[src/hw/dsp_pkg.sv]
// Shared definitions for the DSP16-style DAU slice.
// Holds the opcode encoding, instruction field layout, datapath
// widths and the saturation limits used by the store path.

package dsp_pkg;

    // Instruction word layout
    localparam int INSTR_W     = 16;
    localparam int OP_W        = 4;
    localparam int OP_LSB      = 12;
    localparam int ACC_SEL_BIT = 11;
    localparam int IMM_W       = 11;

    // Datapath widths
    localparam int DATA_W = 16;
    localparam int PROD_W = 32;
    localparam int ACC_W  = 36;

    // High-half store limits
    localparam logic [DATA_W-1:0] SAT_POS = 16'h7FFF;
    localparam logic [DATA_W-1:0] SAT_NEG = 16'h8000;

    // Opcodes in bits 15..12
    // Codes above OP_STL are illegal
    typedef enum logic [OP_W-1:0] {
        // No operation
        OP_NOP = 4'd0,
        // x <= sign-extended immediate
        OP_LDX = 4'd1,
        // y <= sign-extended immediate
        OP_LDY = 4'd2,
        // p <= x * y, signed
        OP_MPY = 4'd3,
        // acc <= p, sign-extended
        OP_LDP = 4'd4,
        // acc <= acc + p
        OP_MAC = 4'd5,
        // acc <= acc - p
        OP_MSU = 4'd6,
        // acc <= 0
        OP_CLR = 4'd7,
        // acc <= acc << 16
        OP_SHL = 4'd8,
        // Store acc bits 31..16, saturated
        OP_STH = 4'd9,
        // Store acc bits 15..0
        OP_STL = 4'd10
    } dsp_op_e;

endpackage

[src/hw/dsp_if.sv]
// Stage-to-stage buses of the DAU slice.
// dsp_dec_if carries decoded instructions into the DAU, and
// dsp_res_if carries store requests from the DAU to the result stage.

`timescale 1ns/1ns

interface dsp_dec_if;
    import dsp_pkg::*;

    logic              valid;
    dsp_op_e           op;
    logic              acc_sel;
    // Already sign-extended
    logic [DATA_W-1:0] imm;

    modport decode  (output valid, op, acc_sel, imm);
    modport execute (input  valid, op, acc_sel, imm);
endinterface

interface dsp_res_if;
    import dsp_pkg::*;

    logic             valid;
    // Set for a high-half store
    logic             high;
    logic [ACC_W-1:0] acc;

    modport execute (output valid, high, acc);
    modport result  (input  valid, high, acc);
endinterface

[src/hw/dsp_decode.sv]
// Instruction decode stage.
// Registers each accepted word, splits it into opcode, accumulator
// select and immediate, and flags illegal opcodes with a sticky fault.

`timescale 1ns/1ns

module dsp_decode (
    input  logic                        clk,
    input  logic                        rst_n,
    input  logic                        cen,
    input  logic                        instr_valid,
    input  logic [dsp_pkg::INSTR_W-1:0] instr,
    dsp_dec_if.decode                   dec,
    output logic                        fault
);
    import dsp_pkg::*;

    logic [OP_W-1:0]   op_raw;
    logic              illegal;
    logic [DATA_W-1:0] imm_ext;
    logic              accept;

    assign op_raw  = instr[OP_LSB +: OP_W];
    assign illegal = (op_raw > OP_STL);
    assign accept  = cen && instr_valid;

    // Immediate field is two's complement
    assign imm_ext = {{(DATA_W-IMM_W){instr[IMM_W-1]}}, instr[IMM_W-1:0]};

    // Decoded word, one strobe per accepted instruction
    always_ff @(posedge clk or negedge rst_n) begin
        if (!rst_n) begin
            dec.valid   <= 1'b0;
            dec.op      <= OP_NOP;
            dec.acc_sel <= 1'b0;
            dec.imm     <= '0;
        end else if (cen) begin
            dec.valid <= instr_valid;
            if (instr_valid) begin
                // Illegal codes continue down the pipe as a no-op
                if (illegal) begin
                    dec.op <= OP_NOP;
                end else begin
                    dec.op <= dsp_op_e'(op_raw);
                end
                dec.acc_sel <= instr[ACC_SEL_BIT];
                dec.imm     <= imm_ext;
            end
        end
    end

    // Sticky until the next reset
    always_ff @(posedge clk or negedge rst_n) begin
        if (!rst_n) begin
            fault <= 1'b0;
        end else if (accept && illegal) begin
            fault <= 1'b1;
        end
    end

endmodule

[src/hw/dsp_dau.sv]
// Data arithmetic unit, the execute stage.
// Holds x, y, the product register p and accumulators a0 and a1.
// Each valid decoded word updates these registers on the next
// enabled edge; stores hand the selected accumulator to the result stage.

`timescale 1ns/1ns

module dsp_dau (
    input  logic       clk,
    input  logic       rst_n,
    input  logic       cen,
    dsp_dec_if.execute dec,
    dsp_res_if.execute res
);
    import dsp_pkg::*;

    logic [DATA_W-1:0] x;
    logic [DATA_W-1:0] y;
    logic [PROD_W-1:0] p;
    logic [ACC_W-1:0]  a0;
    logic [ACC_W-1:0]  a1;

    logic [ACC_W-1:0]  acc_cur;
    logic [ACC_W-1:0]  acc_nxt;
    logic [ACC_W-1:0]  p_ext;
    logic              acc_we;
    logic              is_store;
    logic              run;

    assign run      = cen && dec.valid;
    assign acc_cur  = dec.acc_sel ? a1 : a0;
    assign p_ext    = {{(ACC_W-PROD_W){p[PROD_W-1]}}, p};
    assign is_store = (dec.op == OP_STH) || (dec.op == OP_STL);

    // Next value of the selected accumulator, wraps at 36 bits
    always_comb begin
        acc_nxt = acc_cur;
        acc_we  = 1'b1;
        case (dec.op)
            OP_LDP:  acc_nxt = p_ext;
            OP_MAC:  acc_nxt = acc_cur + p_ext;
            OP_MSU:  acc_nxt = acc_cur - p_ext;
            OP_CLR:  acc_nxt = '0;
            OP_SHL:  acc_nxt = {acc_cur[ACC_W-17:0], 16'h0000};
            default: acc_we  = 1'b0;
        endcase
    end

    // Operand and product registers
    always_ff @(posedge clk or negedge rst_n) begin
        if (!rst_n) begin
            x <= '0;
            y <= '0;
            p <= '0;
        end else if (run) begin
            case (dec.op)
                OP_LDX:  x <= dec.imm;
                OP_LDY:  y <= dec.imm;
                OP_MPY:  p <= $signed(x) * $signed(y);
                default: ;
            endcase
        end
    end

    // Accumulators
    always_ff @(posedge clk or negedge rst_n) begin
        if (!rst_n) begin
            a0 <= '0;
            a1 <= '0;
        end else if (run && acc_we) begin
            if (dec.acc_sel) begin
                a1 <= acc_nxt;
            end else begin
                a0 <= acc_nxt;
            end
        end
    end

    // Store request, acc sampled before this word's own update
    always_ff @(posedge clk or negedge rst_n) begin
        if (!rst_n) begin
            res.valid <= 1'b0;
            res.high  <= 1'b0;
            res.acc   <= '0;
        end else if (cen) begin
            res.valid <= dec.valid && is_store;
            if (dec.valid && is_store) begin
                res.high <= (dec.op == OP_STH);
                res.acc  <= acc_cur;
            end
        end
    end

endmodule

[src/hw/dsp_result.sv]
// Result stage of the store path.
// Picks the requested accumulator half and registers it on the output
// port. High-half stores saturate when the accumulator exceeds 32 bits.

`timescale 1ns/1ns

module dsp_result (
    input  logic                       clk,
    input  logic                       rst_n,
    input  logic                       cen,
    dsp_res_if.result                  res,
    output logic                       out_valid,
    output logic [dsp_pkg::DATA_W-1:0] out_data,
    output logic                       out_sat
);
    import dsp_pkg::*;

    logic              ovf;
    logic [DATA_W-1:0] hi_data;

    // Guard bits 35..31 must all match the sign for a 32-bit value
    assign ovf = !((&res.acc[ACC_W-1:PROD_W-1]) || (~|res.acc[ACC_W-1:PROD_W-1]));

    always_comb begin
        if (!ovf) begin
            hi_data = res.acc[PROD_W-1:DATA_W];
        end else if (res.acc[ACC_W-1]) begin
            hi_data = SAT_NEG;
        end else begin
            hi_data = SAT_POS;
        end
    end

    always_ff @(posedge clk or negedge rst_n) begin
        if (!rst_n) begin
            out_valid <= 1'b0;
            out_data  <= '0;
            out_sat   <= 1'b0;
        end else if (cen) begin
            out_valid <= res.valid;
            if (res.valid) begin
                out_data <= res.high ? hi_data : res.acc[DATA_W-1:0];
                out_sat  <= res.high && ovf;
            end
        end
    end

endmodule

[src/hw/dsp_core.sv]
// Top level of the DAU slice.
// Instruction words enter as a one-cycle strobe and stores leave the
// same way, two enabled edges after acceptance. State moves only when cen is high.

`timescale 1ns/1ns

module dsp_core (
    input  logic                        clk,
    input  logic                        rst_n,
    input  logic                        cen,
    input  logic                        instr_valid,
    input  logic [dsp_pkg::INSTR_W-1:0] instr,
    output logic                        out_valid,
    output logic [dsp_pkg::DATA_W-1:0]  out_data,
    output logic                        out_sat,
    output logic                        fault
);

    dsp_dec_if dec_bus ();
    dsp_res_if res_bus ();

    dsp_decode u_decode (
        .clk         ( clk         ),
        .rst_n       ( rst_n       ),
        .cen         ( cen         ),
        .instr_valid ( instr_valid ),
        .instr       ( instr       ),
        .dec         ( dec_bus     ),
        .fault       ( fault       )
    );

    dsp_dau u_dau (
        .clk   ( clk     ),
        .rst_n ( rst_n   ),
        .cen   ( cen     ),
        .dec   ( dec_bus ),
        .res   ( res_bus )
    );

    dsp_result u_result (
        .clk       ( clk       ),
        .rst_n     ( rst_n     ),
        .cen       ( cen       ),
        .res       ( res_bus   ),
        .out_valid ( out_valid ),
        .out_data  ( out_data  ),
        .out_sat   ( out_sat   )
    );

endmodule

[config.mk]
export PLATFORM = sky130hd
export DESIGN_NAME = dsp_core
export DESIGN_NICKNAME = d
export VERILOG_FILES = /design/src/hw/dsp_pkg.sv /design/src/hw/dsp_if.sv /design/src/hw/dsp_decode.sv /design/src/hw/dsp_dau.sv /design/src/hw/dsp_result.sv /design/src/hw/dsp_core.sv
export SDC_FILE = /design/constraint.sdc
export NUM_CORES = 1
export LEC_CHECK = 0
export ABC_AREA = 1
export BUFFER_PORTS_ARGS = -buffer_cell sky130_fd_sc_hd__buf_2
export CAP_MARGIN = 20
export CORE_MARGIN = 4
export CORE_UTILIZATION = 30
export CTS_BUF_LIST = sky130_fd_sc_hd__clkbuf_8
export CTS_CLUSTER_SIZE = 8
export DETAILED_ROUTE_END_ITERATION = 10
export PLACE_DENSITY = 0.54
export SLEW_MARGIN = 20
export SYNTH_ARGS = -nofsm -noshare
export SYNTH_HDL_FRONTEND = slang
export SYNTH_SLANG_ARGS = --single-unit
[constraint.sdc]
create_clock -name clk -period 6 [get_ports clk]
set_input_delay 0.3 -clock clk [delete_from_list [all_inputs] [get_ports clk]]
set_output_delay 0.3 -clock clk [all_outputs]
set_load 0.02 [all_outputs]
==> results summary <==
Setup repair after global routing left no endpoint under its margin. The clock passes through at most 2 buffers. The worst setup slack after layout came out at roughly 570 ps. Summed over all nets, the half-perimeter wirelength after detailed placement is 39.9 mm. The total wire length is 50.8 mm. The initial utilization of the core area, before any placement, comes to 30.3%.

The post-synthesis cell area came out at 0.0167 sq mm. 39 I/O pins were placed. Counting flops with a built-in enable in the synthesized netlist gives 0. The setup total negative slack is 0 ps. The worst setup slack for register-to-register paths is 570 ps. In this run the mean area of a mapped cell was a little over 7 sq um.

The count of nets left with antenna violations once routing finished came out at 0. The library cells used most frequently in the layout, excluding fill and tap cells, are nand2_1, inv_1, o21ai_0, dfrtp_1, fa_1. The maximum fanout count along the critical path is 12.

The total count of max-transition violations in the final report is 0. The initial antenna violation count came out at 1. The library cell used most frequently in the layout, excluding fill and tap cells, is nand2_1. The via count of the first global-routing pass is 14265. The number of post-CTS setup repair buffers is 0.

The flow ran to the end, and the final reports show no timing, DRC or antenna violations. At the worst endpoint, the arrival time is 5840 ps. The starting DRC count in detailed routing is ~1200.

The power density over the cells came out at 610 mW/mm^2. The filler cells instantiated in the layout total 6030. The CTS buffer count came out at 17. The setup clock skew after layout came out at 24.4 ps. The share of the Yosys chip area taken by registers is 28.4%. Counting flops with an async set or reset pin after synthesis yields a share of 100%. The worst slack at placement is 504 ps. The critical path is of the register to register type. Counting every net in the synthesized netlist gives around 2600. The global placer's final weighted congestion is 0.950. The worst ir drop on vdd came out at 0.285 mV.

The area of the die came out at 0.0596 sq mm. The shortest clock period the worst path allows after layout is between 5000 and 6000 ps. The clock insertion delay at the later pin of the skew report came out at 550 ps. The number of buffers inserted by hold repair at cts is 16. STA classifies the critical path endpoint as a register. The number of different library cells in the post-synthesis netlist came out at 52.

The number of optimization iterations in the first detailed-route pass is 6. The endpoint of the lowest-slack register-to-register path is u_dau.p[30]$_DFFE_PN0P_. In the finished design, the share of the clock period the worst path needs comes to 90.6%. TritonCTS built the clock tree. Max-cap violations in this run came to 0.

The width of the chip is 244 microns. The relative slew slack came out at around 27%. CTS built an H-tree with a depth of 4.

STA classifies the critical path startpoint as a register. The post-CTS resize count is 0. Clock-pin slew was measured on the worst setup and hold paths at 100 ps. In the synthesized netlist the dominant register cell turns out to be dfrtp_1.

The fraction of layout instances using a drive strength above 1 is 6.65%. The growth of design area from synthesis to finish came out at 8.63%. The cell depth of the worst min-delay path is 3.

The die outline height came out at 244 microns. The worst hold path terminates at u_decode.fault$_DFFE_PN0P_. At the pin with the least slew margin, the transition time is 1090 ps.

After floorplanning, the core was divided into 86 placement rows. The total global routing track utilization came out at 17.3%. Entering global routing, the biggest net connects around 130 pins.

The count of endpoints failing setup in the final report came out at 0. The number of cells on the worst reg-to-reg path is 21. For this run, design rule violations remaining after detail routing come to 0. Global routing finished with a remaining overflow of 0. The data required time of the worst path came out at 6410 ps. The worst hold-check path type is input pin to register.

The flip-flop and latch count after synthesis is 190. The net count of the finished layout came out at ~2600. Clock tree synthesis selected as its root buffer the cell clkbuf_8.

Timing would allow up to 184 MHz. The number of warnings printed during yosys synthesis came out at 0. The gate count of the mapped netlist came out at 2339. The number of I/O port buffers is 38. The wire length per cell is between 15 and 20 microns. In the routed layout, each cell is associated on average with a via count of 4.72. The clock sink count is 190. The final hold violation count came out at 0. The global-route wire length before repair is 80.7 mm. The worst hold path startpoint is instr[15]. The source of the worst register-to-register timing path is u_dau.x[10]$_DFFE_PN0P_. Detailed routing inserted a total of 14667 vias.

The leakage dissipation came out at 9.92 nW. The total core area is around 0.055 sq mm.
## state kept, by name, summed over array words and instances, names as in the netlist, 4 cells and up
| signal | cells |
|---|---|
| u_dau.res.acc | 36 |
| u_dau.y | 11 |
| u_decode.dec.imm | 11 |
| u_dau.p | 22 |
| u_result.out_data | 16 |
| u_dau.x | 11 |
| u_decode.dec.op | 4 |
| u_dau.a1 | 36 |
| u_dau.a0 | 36 |
## metal layers
metal | up-vias | wire [microns] | part of all wire, % | global-route usage, %
li1 | 7215 | - | - | -
met1 | 7046 | 25000 | 49 | 25.0
met2 | 354 | 22400 | 44 | 27.1
met3 | 52 | 2190 | 4.3 | 2.20
met4 | 0 | 1190 | 2.3 | 5.38
met5 | - | 0 | 0 | 0
## cell families after synthesis
| logic type | after synthesis | synth area share (%) |
|---|---|---|
| xor gates and xnor gates | 38 | 1.99 |
| and+or+nand+nor | 1068 | 26.7 |
| AOI/OAI and AO/OA | 335 | 10.8 |
| DFF | 190 | 28.4 |
| buffers and inverters | 507 | 11.7 |
| adders and majority gates | 201 | 20.3 |
## through the flow
step	util (%)	std cells	power, W	hold WS, ps	cell area [sq um]
after floorplan	-	2339	0.00818	4.41	16700
after global placement	32.0	3060	0.0102	448	17600
after detailed placement	32.0	3060	0.0103	453	17600
after CTS	32.9	3107	0.0112	21.2	18100
after global routing	33.0	3108	0.0125	74.6	18200
final	33.0	3109	0.0111	91.9	18200
## layout make-up
| type | instances | area (sq um) | share of cell area (%) |
|---|---|---|---|
| Timing Repair Buffer | 71 | 507 | 2.79 |
| Inverter | 426 | 1600 | 8.81 |
| Multi-Input combinational cell | 1642 | 10000 | 55.1 |
| Antenna cell | 1 | 2.50 | 0.0138 |
| Clock inverter | 13 | 104 | 0.572 |
| Sequential cell | 190 | 4760 | 26.2 |
| Tap cell | 748 | 936 | 5.15 |
| Clock buffer | 18 | 248 | 1.36 |
## critical path: stages, from the launching register on
cell     delay [ps]
dfrtp_1         520
nand2_1         170
inv_1           100
fa_1            730
inv_1           110
fa_1            600
fa_1            590
inv_1            60
fa_1            530
inv_1            50
fa_1            520
inv_1            40
ha_1            330
nand2_1         100
nor3_1          270
nand2_1          80
nor3_1          140
nor2_1           80
inv_1            60
nand2_1          50
nand3_1          70
o21ai_0         100
## where the power goes
group | total (W) | internal, W | switching, W | leakage (nW)
sequential | 0.00230 | 0.00178 | 0.000522 | 2.43
combinational | 0.00795 | 0.00283 | 0.00512 | 7.30
clock | 0.000817 | 0.000305 | 0.000512 | 0.193
## Yosys cell counts, types with 11 or more instances
cell | number | share of area, %
fa_1 | 118 | 14
or2_2 | 28 | 1.0
nand3_1 | 113 | 3.4
xnor2_1 | 16 | 0.84
o21ai_0 | 189 | 5.7
a21oi_1 | 95 | 2.8
inv_2 | 11 | 0.25
nor3_1 | 14 | 0.42
buf_2 | 18 | 0.54
nand2_1 | 754 | 17
ha_1 | 83 | 6.2
dfrtp_1 | 190 | 28
nor2_1 | 107 | 2.4
inv_1 | 414 | 9.3
xor2_1 | 22 | 1.2
clkbuf_1 | 55 | 1.2
## how the worst max path moves through the flow
stage               slack (ps)                     from                 endpoint  depth (start not counted)
floorplan                  940  u_dau.x[10]$_DFFE_PN0P_  u_dau.p[30]$_DFFE_PN0P_                         22
global placement           530  u_dau.x[10]$_DFFE_PN0P_  u_dau.p[30]$_DFFE_PN0P_                         21
detailed placement         500  u_dau.x[10]$_DFFE_PN0P_  u_dau.p[30]$_DFFE_PN0P_                         21
CTS                        500  u_dau.x[10]$_DFFE_PN0P_  u_dau.p[30]$_DFFE_PN0P_                         21
global route               220  u_dau.x[10]$_DFFE_PN0P_  u_dau.p[30]$_DFFE_PN0P_                         21
finish                     570  u_dau.x[10]$_DFFE_PN0P_  u_dau.p[30]$_DFFE_PN0P_                         21
Power figures use the tool's default switching activity.
